$ cat src/design/pipeCtrlPkg.sv
package pipeCtrlPkg;

  // Bypass source for an execute-stage operand
  typedef enum logic [1:0] {
    fwdNone      = 2'b00,
    fwdWriteback = 2'b01,
    fwdMemory    = 2'b10
  } fwdSel;

  typedef enum logic [1:0] {
    immRotated,
    immOffset12,
    immBranch24
  } immSrc;

  // Register source selects, one bit per read port
  typedef logic [1:0] regSrc;

  // R15 as first source (branch)
  localparam int RegSrcPcA = 0;
  // Rd as second source (store data)
  localparam int RegSrcRdB = 1;

endpackage

$ cat src/design/armIsaPkg.sv
package armIsaPkg;

  // Data-processing opcode field, instr[24:21]
  typedef enum logic [3:0] {
    opAnd = 4'b0000,
    opSub = 4'b0010,
    opAdd = 4'b0100,
    opCmp = 4'b1010,
    opOrr = 4'b1100,
    opMov = 4'b1101
  } dpOpcode;

  // Condition field, instr[31:28]
  typedef enum logic [3:0] {
    condEq = 4'b0000, condNe, condCs, condCc,
    condMi, condPl, condVs, condVc,
    condHi, condLs, condGe, condLt,
    condGt, condLe, condAl
  } condCode;

  typedef enum logic [2:0] {
    aluAdd,
    aluSub,
    aluAnd,
    aluOrr,
    aluPassB
  } aluOp;

  // Bit positions in the NZCV vector
  localparam int FlagN = 3;
  localparam int FlagZ = 2;
  localparam int FlagC = 1;
  localparam int FlagV = 0;

endpackage
$ cat src/design/armPipeTop.sv
`timescale 1ns/1ps

module armPipeTop #(
  parameter int AddrWidth = 32
) (
  input  logic                 clk,
  input  logic                 reset,
  input  logic [31:0]          InstrF,
  input  logic [31:0]          ReadDataM,
  output logic [AddrWidth-1:0] PCF,
  output logic                 MemWriteM,
  output logic [31:0]          ALUOutM,
  output logic [31:0]          WriteDataM
);
  import armIsaPkg::*;
  import pipeCtrlPkg::*;

  // Controller to datapath
  regSrc RegSrcD;
  immSrc ImmSrcD;
  aluOp  ALUControlE;
  logic  ALUSrcE, BranchTakenE, MemtoRegW, RegWriteW;

  // Controller to hazard unit
  logic  MemtoRegE, RegWriteM;

  // Datapath to controller
  logic [31:0] InstrD;
  logic [3:0]  ALUFlagsE;

  // Hazard detection and control
  logic  Match_1E_M, Match_1E_W, Match_2E_M, Match_2E_W, Match_12D_E;
  fwdSel ForwardAE, ForwardBE;
  logic  StallF, StallD, FlushD, FlushE;

  controller uController (.*);

  datapath #(
    .AddrWidth (AddrWidth)
  ) uDatapath (.*);

  hazardUnit uHazardUnit (.*);

endmodule

$ cat src/design/hazardUnit.sv
`timescale 1ns/1ps

module hazardUnit (
  input  logic               Match_1E_M,
  input  logic               Match_1E_W,
  input  logic               Match_2E_M,
  input  logic               Match_2E_W,
  input  logic               Match_12D_E,
  input  logic               RegWriteM,
  input  logic               RegWriteW,
  input  logic               MemtoRegE,
  input  logic               BranchTakenE,
  output pipeCtrlPkg::fwdSel ForwardAE,
  output pipeCtrlPkg::fwdSel ForwardBE,
  output logic               StallF,
  output logic               StallD,
  output logic               FlushD,
  output logic               FlushE
);
  import pipeCtrlPkg::*;

  logic ldrStall;

  // Memory stage wins over writeback
  function automatic fwdSel pickForward(input logic matchM, input logic matchW,
                                        input logic regWriteM, input logic regWriteW);
    if (matchM && regWriteM) begin
      return fwdMemory;
    end else if (matchW && regWriteW) begin
      return fwdWriteback;
    end
    return fwdNone;
  endfunction

  assign ForwardAE = pickForward(Match_1E_M, Match_1E_W, RegWriteM, RegWriteW);
  assign ForwardBE = pickForward(Match_2E_M, Match_2E_W, RegWriteM, RegWriteW);

  // Load in execute feeding the decode instruction
  assign ldrStall = Match_12D_E && MemtoRegE;

  assign StallF = ldrStall;
  assign StallD = ldrStall;
  assign FlushD = BranchTakenE;
  assign FlushE = ldrStall || BranchTakenE;

  // A load and a taken branch cannot share the execute stage
  always_comb begin
    stallFlushClash: assert final (!(StallD === 1'b1 && FlushD === 1'b1))
      else $error("hazardUnit: decode stalled and flushed together");
  end

endmodule

$ cat src/design/datapath.sv
`timescale 1ns/1ps

module datapath #(
  parameter int AddrWidth = 32
) (
  input  logic                 clk,
  input  logic                 reset,
  input  pipeCtrlPkg::regSrc   RegSrcD,
  input  pipeCtrlPkg::immSrc   ImmSrcD,
  input  logic                 ALUSrcE,
  input  armIsaPkg::aluOp      ALUControlE,
  input  logic                 BranchTakenE,
  input  logic                 MemtoRegW,
  input  logic                 RegWriteW,
  input  logic [31:0]          InstrF,
  input  logic [31:0]          ReadDataM,
  input  pipeCtrlPkg::fwdSel   ForwardAE,
  input  pipeCtrlPkg::fwdSel   ForwardBE,
  input  logic                 StallF,
  input  logic                 StallD,
  input  logic                 FlushD,
  input  logic                 FlushE,
  output logic [AddrWidth-1:0] PCF,
  output logic [31:0]          InstrD,
  output logic [3:0]           ALUFlagsE,
  output logic [31:0]          ALUOutM,
  output logic [31:0]          WriteDataM,
  output logic                 Match_1E_M,
  output logic                 Match_1E_W,
  output logic                 Match_2E_M,
  output logic                 Match_2E_W,
  output logic                 Match_12D_E
);
  import pipeCtrlPkg::*;

  logic [AddrWidth-1:0] pcPlus4F, pcNextF;
  logic [31:0] rd1D, rd2D, imm8D, extImmD;
  logic [63:0] rotPairD;
  logic [3:0]  ra1D, ra2D, wa3D;
  logic [31:0] rd1E, rd2E, extImmE, srcAE, srcBE, writeDataE, aluResultE;
  logic [3:0]  ra1E, ra2E, wa3E, wa3M, wa3W;
  logic [31:0] aluOutW, readDataW, ResultW;

  function automatic logic [31:0] bypass(input fwdSel sel, input logic [31:0] regVal,
                                         input logic [31:0] memVal, input logic [31:0] wbVal);
    case (sel)
      fwdMemory:    return memVal;
      fwdWriteback: return wbVal;
      default:      return regVal;
    endcase
  endfunction

  // Fetch
  assign pcPlus4F = PCF + AddrWidth'(4);
  assign pcNextF  = BranchTakenE ? aluResultE[AddrWidth-1:0] : pcPlus4F;

  always_ff @(posedge clk) begin
    if (reset) begin
      PCF <= '0;
    end else if (!StallF) begin
      PCF <= pcNextF;
    end
  end

  // Decode
  always_ff @(posedge clk) begin
    if (reset || FlushD) begin
      InstrD <= '0;
    end else if (!StallD) begin
      InstrD <= InstrF;
    end
  end

  assign ra1D = RegSrcD[RegSrcPcA] ? 4'd15 : InstrD[19:16];
  assign ra2D = RegSrcD[RegSrcRdB] ? InstrD[15:12] : InstrD[3:0];
  assign wa3D = InstrD[15:12];

  // PC+4 in fetch equals PC+8 of the decode instruction
  regFile uRegFile (
    .clk         (clk),
    .WriteEnable (RegWriteW),
    .ReadAddr1   (ra1D),
    .ReadAddr2   (ra2D),
    .WriteAddr   (wa3W),
    .WriteData   (ResultW),
    .PCPlus8     (32'(pcPlus4F)),
    .ReadData1   (rd1D),
    .ReadData2   (rd2D)
  );

  // Rotate right by twice the 4-bit rotate field
  assign imm8D    = {24'b0, InstrD[7:0]};
  assign rotPairD = {imm8D, imm8D} >> {InstrD[11:8], 1'b0};

  always_comb begin
    case (ImmSrcD)
      immOffset12: extImmD = {20'b0, InstrD[11:0]};
      immBranch24: extImmD = {{6{InstrD[23]}}, InstrD[23:0], 2'b00};
      default:     extImmD = rotPairD[31:0];
    endcase
  end

  // Execute
  always_ff @(posedge clk) begin
    rd1E    <= rd1D;
    rd2E    <= rd2D;
    extImmE <= extImmD;
  end

  always_ff @(posedge clk) begin
    if (reset || FlushE) begin
      ra1E <= '0;
      ra2E <= '0;
      wa3E <= '0;
    end else begin
      ra1E <= ra1D;
      ra2E <= ra2D;
      wa3E <= wa3D;
    end
  end

  assign srcAE      = bypass(ForwardAE, rd1E, ALUOutM, ResultW);
  assign writeDataE = bypass(ForwardBE, rd2E, ALUOutM, ResultW);
  assign srcBE      = ALUSrcE ? extImmE : writeDataE;

  alu uAlu (
    .SrcA       (srcAE),
    .SrcB       (srcBE),
    .ALUControl (ALUControlE),
    .Result     (aluResultE),
    .Flags      (ALUFlagsE)
  );

  // Memory
  always_ff @(posedge clk) begin
    ALUOutM    <= aluResultE;
    WriteDataM <= writeDataE;
    wa3M       <= wa3E;
  end

  // Writeback
  always_ff @(posedge clk) begin
    aluOutW   <= ALUOutM;
    readDataW <= ReadDataM;
    wa3W      <= wa3M;
  end

  assign ResultW = MemtoRegW ? readDataW : aluOutW;

  // Register-number matches for the hazard unit
  assign Match_1E_M  = (wa3M == ra1E);
  assign Match_1E_W  = (wa3W == ra1E);
  assign Match_2E_M  = (wa3M == ra2E);
  assign Match_2E_W  = (wa3W == ra2E);
  assign Match_12D_E = (wa3E == ra1D) || (wa3E == ra2D);

endmodule

$ cat src/design/controller.sv
`timescale 1ns/1ps

module controller (
  input  logic                clk,
  input  logic                reset,
  input  logic [31:0]         InstrD,
  input  logic [3:0]          ALUFlagsE,
  input  logic                FlushE,
  output pipeCtrlPkg::regSrc  RegSrcD,
  output pipeCtrlPkg::immSrc  ImmSrcD,
  output logic                ALUSrcE,
  output armIsaPkg::aluOp     ALUControlE,
  output logic                BranchTakenE,
  output logic                MemWriteM,
  output logic                MemtoRegE,
  output logic                MemtoRegW,
  output logic                RegWriteM,
  output logic                RegWriteW
);
  import armIsaPkg::*;
  import pipeCtrlPkg::*;

  logic    regWriteD, memWriteD, memtoRegD, aluSrcD, branchD, flagWriteD;
  aluOp    aluControlD;
  logic    regWriteE, memWriteE, branchE, flagWriteE, condExE, memtoRegM;
  condCode condE;
  logic [3:0] flagsReg;

  // Decode op, funct and cond into a control word
  always_comb begin
    regWriteD   = 1'b0;
    memWriteD   = 1'b0;
    memtoRegD   = 1'b0;
    aluSrcD     = 1'b0;
    branchD     = 1'b0;
    flagWriteD  = 1'b0;
    aluControlD = aluAdd;
    RegSrcD     = 2'b00;
    ImmSrcD     = immRotated;
    case (InstrD[27:26])
      2'b00: begin
        aluSrcD    = InstrD[25];
        flagWriteD = InstrD[20];
        regWriteD  = 1'b1;
        case (dpOpcode'(InstrD[24:21]))
          opAnd: aluControlD = aluAnd;
          opSub: aluControlD = aluSub;
          opAdd: aluControlD = aluAdd;
          opOrr: aluControlD = aluOrr;
          opMov: aluControlD = aluPassB;
          opCmp: begin
            aluControlD = aluSub;
            regWriteD   = 1'b0;
            flagWriteD  = 1'b1;
          end
          default: regWriteD = 1'b0;
        endcase
      end
      2'b01: begin
        aluSrcD = 1'b1;
        ImmSrcD = immOffset12;
        if (InstrD[20]) begin
          regWriteD = 1'b1;
          memtoRegD = 1'b1;
        end else begin
          memWriteD          = 1'b1;
          RegSrcD[RegSrcRdB] = 1'b1;
        end
      end
      2'b10: begin
        // Target is PC+8 plus the shifted offset
        aluSrcD            = 1'b1;
        ImmSrcD            = immBranch24;
        branchD            = 1'b1;
        RegSrcD[RegSrcPcA] = 1'b1;
      end
      default: ;
    endcase
  end

  // Execute-stage control
  always_ff @(posedge clk) begin
    if (reset || FlushE) begin
      regWriteE   <= 1'b0;
      memWriteE   <= 1'b0;
      MemtoRegE   <= 1'b0;
      ALUSrcE     <= 1'b0;
      branchE     <= 1'b0;
      flagWriteE  <= 1'b0;
      ALUControlE <= aluAdd;
      condE       <= condEq;
    end else begin
      regWriteE   <= regWriteD;
      memWriteE   <= memWriteD;
      MemtoRegE   <= memtoRegD;
      ALUSrcE     <= aluSrcD;
      branchE     <= branchD;
      flagWriteE  <= flagWriteD;
      ALUControlE <= aluControlD;
      condE       <= condCode'(InstrD[31:28]);
    end
  end

  always_comb begin
    case (condE)
      condEq:  condExE = flagsReg[FlagZ];
      condNe:  condExE = !flagsReg[FlagZ];
      condCs:  condExE = flagsReg[FlagC];
      condCc:  condExE = !flagsReg[FlagC];
      condMi:  condExE = flagsReg[FlagN];
      condPl:  condExE = !flagsReg[FlagN];
      condVs:  condExE = flagsReg[FlagV];
      condVc:  condExE = !flagsReg[FlagV];
      condHi:  condExE = flagsReg[FlagC] && !flagsReg[FlagZ];
      condLs:  condExE = !flagsReg[FlagC] || flagsReg[FlagZ];
      condGe:  condExE = flagsReg[FlagN] == flagsReg[FlagV];
      condLt:  condExE = flagsReg[FlagN] != flagsReg[FlagV];
      condGt:  condExE = !flagsReg[FlagZ] && (flagsReg[FlagN] == flagsReg[FlagV]);
      condLe:  condExE = flagsReg[FlagZ] || (flagsReg[FlagN] != flagsReg[FlagV]);
      condAl:  condExE = 1'b1;
      default: condExE = 1'b0;
    endcase
  end

  assign BranchTakenE = branchE && condExE;

  // N and Z always, C and V only from add and subtract
  always_ff @(posedge clk) begin
    if (reset) begin
      flagsReg <= 4'b0000;
    end else if (flagWriteE && condExE) begin
      flagsReg[FlagN] <= ALUFlagsE[FlagN];
      flagsReg[FlagZ] <= ALUFlagsE[FlagZ];
      if (ALUControlE == aluAdd || ALUControlE == aluSub) begin
        flagsReg[FlagC] <= ALUFlagsE[FlagC];
        flagsReg[FlagV] <= ALUFlagsE[FlagV];
      end
    end
  end

  always_ff @(posedge clk) begin
    if (reset) begin
      RegWriteM <= 1'b0;
      MemWriteM <= 1'b0;
      memtoRegM <= 1'b0;
      RegWriteW <= 1'b0;
      MemtoRegW <= 1'b0;
    end else begin
      RegWriteM <= regWriteE && condExE;
      MemWriteM <= memWriteE && condExE;
      memtoRegM <= MemtoRegE;
      RegWriteW <= RegWriteM;
      MemtoRegW <= memtoRegM;
    end
  end

  // A store leaving memory must not turn up as a load in writeback
  storeNotLoad: assert property (@(posedge clk) disable iff (reset) MemWriteM |=> !MemtoRegW)
    else $error("controller: store and load bits set on one instruction");

endmodule

$ cat src/design/regFile.sv
`timescale 1ns/1ps

module regFile (
  input  logic        clk,
  input  logic        WriteEnable,
  input  logic [3:0]  ReadAddr1,
  input  logic [3:0]  ReadAddr2,
  input  logic [3:0]  WriteAddr,
  input  logic [31:0] WriteData,
  input  logic [31:0] PCPlus8,
  output logic [31:0] ReadData1,
  output logic [31:0] ReadData2
);
  // R0 to R14 only
  logic [31:0] regs [0:14];

  always_ff @(posedge clk) begin
    if (WriteEnable) begin
      regs[WriteAddr] <= WriteData;
    end
  end

  // R15 reads as PC+8, a write in flight is passed straight through
  function automatic logic [31:0] readPort(input logic [3:0] addr);
    if (addr == 4'd15) begin
      return PCPlus8;
    end else if (WriteEnable && addr == WriteAddr) begin
      return WriteData;
    end
    return regs[addr];
  endfunction

  always_comb begin
    ReadData1 = readPort(ReadAddr1);
    ReadData2 = readPort(ReadAddr2);
  end

  noR15Write: assert property (@(posedge clk) WriteEnable |-> WriteAddr != 4'd15)
    else $error("regFile: write to R15");

endmodule

$ cat src/design/alu.sv
`timescale 1ns/1ps

module alu (
  input  logic [31:0]     SrcA,
  input  logic [31:0]     SrcB,
  input  armIsaPkg::aluOp ALUControl,
  output logic [31:0]     Result,
  output logic [3:0]      Flags
);
  import armIsaPkg::*;

  logic        isSub, isArith;
  logic [31:0] operandB;
  logic [32:0] sum;

  // Subtract as A + ~B + 1, so carry out means no borrow
  assign isSub    = (ALUControl == aluSub);
  assign isArith  = (ALUControl == aluAdd) || isSub;
  assign operandB = isSub ? ~SrcB : SrcB;
  assign sum      = {1'b0, SrcA} + {1'b0, operandB} + 33'(isSub);

  always_comb begin
    case (ALUControl)
      aluAdd, aluSub: Result = sum[31:0];
      aluAnd:         Result = SrcA & SrcB;
      aluOrr:         Result = SrcA | SrcB;
      default:        Result = SrcB;
    endcase
  end

  assign Flags[FlagN] = Result[31];
  assign Flags[FlagZ] = (Result == 32'b0);
  assign Flags[FlagC] = isArith && sum[32];
  // Inputs agree in sign, sum does not
  assign Flags[FlagV] = isArith && (SrcA[31] == operandB[31]) && (sum[31] != SrcA[31]);

endmodule

$ cat config.mk
export PLATFORM = sky130hd
export DESIGN_NAME = armPipeTop
export DESIGN_NICKNAME = d
export VERILOG_FILES = /design/src/design/pipeCtrlPkg.sv /design/src/design/armIsaPkg.sv /design/src/design/armPipeTop.sv /design/src/design/hazardUnit.sv /design/src/design/datapath.sv /design/src/design/controller.sv /design/src/design/regFile.sv /design/src/design/alu.sv
export SDC_FILE = /design/constraint.sdc
export NUM_CORES = 2
export LEC_CHECK = 0
export BUFFER_PORTS_ARGS = -buffer_cell sky130_fd_sc_hd__buf_2
export CAP_MARGIN = 20
export CORE_MARGIN = 10
export CORE_UTILIZATION = 44
export DETAILED_ROUTE_END_ITERATION = 7
export PLACE_DENSITY_LB_ADDON = 0.12
export SLEW_MARGIN = 10
export SYNTH_ARGS = -nofsm -noshare
export SYNTH_HDL_FRONTEND = slang
export SYNTH_SLANG_ARGS = --single-unit
$ cat constraint.sdc
create_clock -name clk -period 12.3 [get_ports clk]
set_clock_uncertainty 0.1 [all_clocks]
set_input_delay 0 -clock clk [delete_from_list [all_inputs] [get_ports clk]]
set_output_delay 0 -clock clk [all_outputs]
set_load 0.02 [all_outputs]
==> run_results.csv <==
group,metric,value,unit
run_status,status,"finished clean",
synth,syn_area,0.0395,mm2
worst_setup_path,arrival,7640,ps
worst_setup_path,crit_start,"uDatapath.wa3W[1]",
worst_setup_path,cp-start-kind,"flip-flop",
clock_tree,path_clk_slew,60,ps
power_and_ir_drop,clkPwrFrac,0.317,
worst_setup_path,rr_startpoint,"uDatapath.wa3W[1]",
worst_setup_path,end_kind,"flip-flop",
power_and_ir_drop,leakage,0.0163,uW
timing,fmax,140,MHz
routing,drt_pass1_iterations,7,
clock_tree,cts_tree,"yes",
grt,overflow,0,
floorplan,ioPinCount,163,
clock_tree,insertion_delay,650,ps
timing,final_max_slew_viol_count,0,
power_and_ir_drop,p_comb_frac,0.260,
floorplan,fp.dieH,320,um
synth,synth_seq_area_share,0.532,
worst_setup_path,r2r-end,"uController.flagsReg[2]",
place,io_buffers,162,
timing,tns,0,ps
timing,hold_violations,0,
clock_tree,cts_sinks,810,
synth,ys_ff_latch,810,
place,gp_congestion,1.01,
clock_tree,cts_resized,0,
floorplan,core,0.0888,mm2
floorplan,fp.dieW,320,um
cells_and_area,fin_nets,3869,
synth,ys_async_sr_fraction,0,
routing,drt_iter0_drc,3762,
routing,drc,0,
routing,wire_per_inst,29.4,um
worst_setup_path,crit_required,12780,ps
synth,syn_inst,3625,
worst_setup_path,ff2ff_setup_slack,5140,ps
power_and_ir_drop,swShare,0.341,
run,maxCapViolations,0,
timing,tightest_slew,1110,ps
timing,period_minus_slack,7160,ps
timing,fin_crit_sh,0.582,
worst_setup_path,critPathCapture,"uController.flagsReg[2]",
timing,rsz0062_at_grt,"no",
clock_tree,htreeDepth,3,
synth,yosys_warnings,0,
hold_path,min_path_type,"in -> reg",
synth,yosysMostFrequentCell,"nand2_1",
clock_tree,cts_root_buf,"clkbuf_16",
synth,synth-edff-count,480,
place,hpwlAfterDp,95.5,mm
worst_setup_path,path_class,"reg -> reg",
grt,grt_start_max_net_pins,139,
power_and_ir_drop,power.density,185,mW/mm2
synth,synth_top_flop_cell,"edfxtp_1",
grt,grt_pass1_vias,30300,
grt,gr-usage-all-layers,0.279,
cells_and_area,drive_gt1_frac,0.163,
routing,via_count,31600,
floorplan,start_util,0.445,
grt,antenna_found_initial,4,
power_and_ir_drop,p_seq_frac,0.423,
grt,grt_first_pass_wirelength,212,mm
cells_and_area,synthToLayoutAreaGrowth,14.9,%
synth,synthDominantCellAreaShare,0.365,
synth,synth_fp_nets,3729,
power_and_ir_drop,p_int,5540,uW
floorplan,rows,109,
timing,finalSetupViolCount,0,
routing,drt.antenna.violating_nets,0,
synth,synthTopCellsByArea,"edfxtp_1, dfxtp_1, mux4_2, nand2_1, mux2i_1",
clock_tree,cts_buffer_depth,3,
timing,holdWs,38.4,ps
synth,synth_largest_area_cell,"edfxtp_1",
routing,wl,147,mm
hold_path,min_from,"InstrF[18]",
synth,syn_area_per_cell,10.9,um2
worst_setup_path,worstPathMaxFanout,15,
timing,slew_headroom,0.257,
power_and_ir_drop,p_switching,2870,uW
floorplan,die_area,0.102,mm2
synth,synth_common_cells,"nand2_1, edfxtp_1, dfxtp_1",
power_and_ir_drop,ir_worst_vdd,0.137,mV
routing,avgViaCountPerCell,6.31,
synth,synth_cell_type_count,92,
worst_setup_path,r2r.worst_path.cells,19,
clock_tree,cts_buffers,87,
[placed cells by master, fill, tap and decap left out, drive strengths merged, types with 33 or more instances in the layout]
cell type / count
o22ai: 33
mux2i: 128
o21ai: 176
nand2: 532
buf: 236
dfxtp: 330
nand3: 114
ha: 37
nor3: 74
xnor2: 77
a21oi: 228
mux4: 128
dlygate4sd3: 100
a211oi: 101
and3: 35
nor2: 232
clkbuf: 120
a311oi: 77
a31oi: 51
mux2: 58
edfxtp: 480
a22oi: 59
o31ai: 45
[routing by layer]
metal | vias up | GRT usage | routed length (um)
li1 | 14000 | - | -
met1 | 15800 | 0.385 | 62600
met2 | 1515 | 0.425 | 65700
met3 | 295 | 0.0521 | 12400
met4 | 6 | 0.121 | 6610
met5 | - | 0 | 41
[per-stage QoR]
stage / instances / area (um2) / util / setup slack, ps / power [uW]
after global placement: 4741 / 41500 / 0.468 / 5590 / 5720
after detailed placement: 4741 / 41500 / 0.468 / 5470 / 5720
after CTS: 5002 / 45400 / 0.511 / 5440 / 8400
after global routing: 5002 / 45400 / 0.511 / 4790 / 8690
after floorplan: 3625 / 39500 / - / 6990 / 4810
final: 5003 / 45400 / 0.511 / 5140 / 8410
[critical path: stages (launching register included)]
cell and delay (ps):
dfxtp_1 650, xnor2_1 230, and3_1 600, a21oi_2 180, o31a_1 390, nor2_1 530, a21oi_1 200, fa_1 490
a21o_1 240, a221oi_2 540, nand4b_1 290, nand2_1 180, mux2i_1 180, nor3_2 220, o21ai_1 140, or4_1 550
nor4_1 410, nand4_1 260, or4_1 530, o21ai_1 140
[power groups by stage]
stage	sequential (uW)	clock [uW]	combinational [uW]
after global placement	3610	0	2110
after global routing	3560	2810	2320
after detailed placement	3610	0	2110
final	3560	2670	2190
after floorplan	3550	0	1260
after CTS	3550	2700	2150
[repair_timing]
action                                  4_1_cts  5_1_grt
hold endpoints to repair                    101        0
endpoints found under the setup margin        0        0
hold buffers                                100        0
setup buffers                                 0        0
[cell families after synthesis]
family                   count (synthesis)  share of synthesized area
multiplexers                           314                      0.122
buffers and inverters                  316                     0.0317
XOR/XNOR                               106                     0.0235
adder cells (fa/ha/maj)                 38                     0.0122
AO/OA/AOI/OAI                          916                      0.153
flip-flops                             810                      0.532
AND/OR/NAND/NOR                       1125                      0.126
[state kept, by name, indices dropped and copies added (netlist names), 32 cells and up]
signal,count
uDatapath.ALUOutM,32
uDatapath.InstrD,32
uDatapath.PCF,32
uDatapath.WriteDataM,32
uDatapath.aluOutW,32
uDatapath.extImmE,32
uDatapath.rd1E,32
uDatapath.rd2E,32
uDatapath.readDataW,32
uDatapath.uRegFile.regs,480
[cell type report]
type,count,area [um2]
clock inverter,41,387
fill,7877,43400
multi-input combinational,2499,17500
sequential,810,21000
timing repair buffer,336,2400
antenna,1,2.50
clock buffer,120,2510
inverter,31,116
tap,1165,1460
[worst min-delay path by stage]
| stage | endpoint | cells after the start |
|---|---|---|
| 4_1_cts | uDatapath.InstrD[30] | 4 |
| 2_1_floorplan | uDatapath.readDataW[0] | 0 |
| 3_3_place_gp | uDatapath.readDataW[18] | 1 |
| 6_report | uDatapath.InstrD[18] | 4 |
| 3_5_place_dp | uDatapath.readDataW[24] | 1 |
| 5_1_grt | uDatapath.InstrD[18] | 4 |
Note: power is estimated with default switching activity, not from simulation.
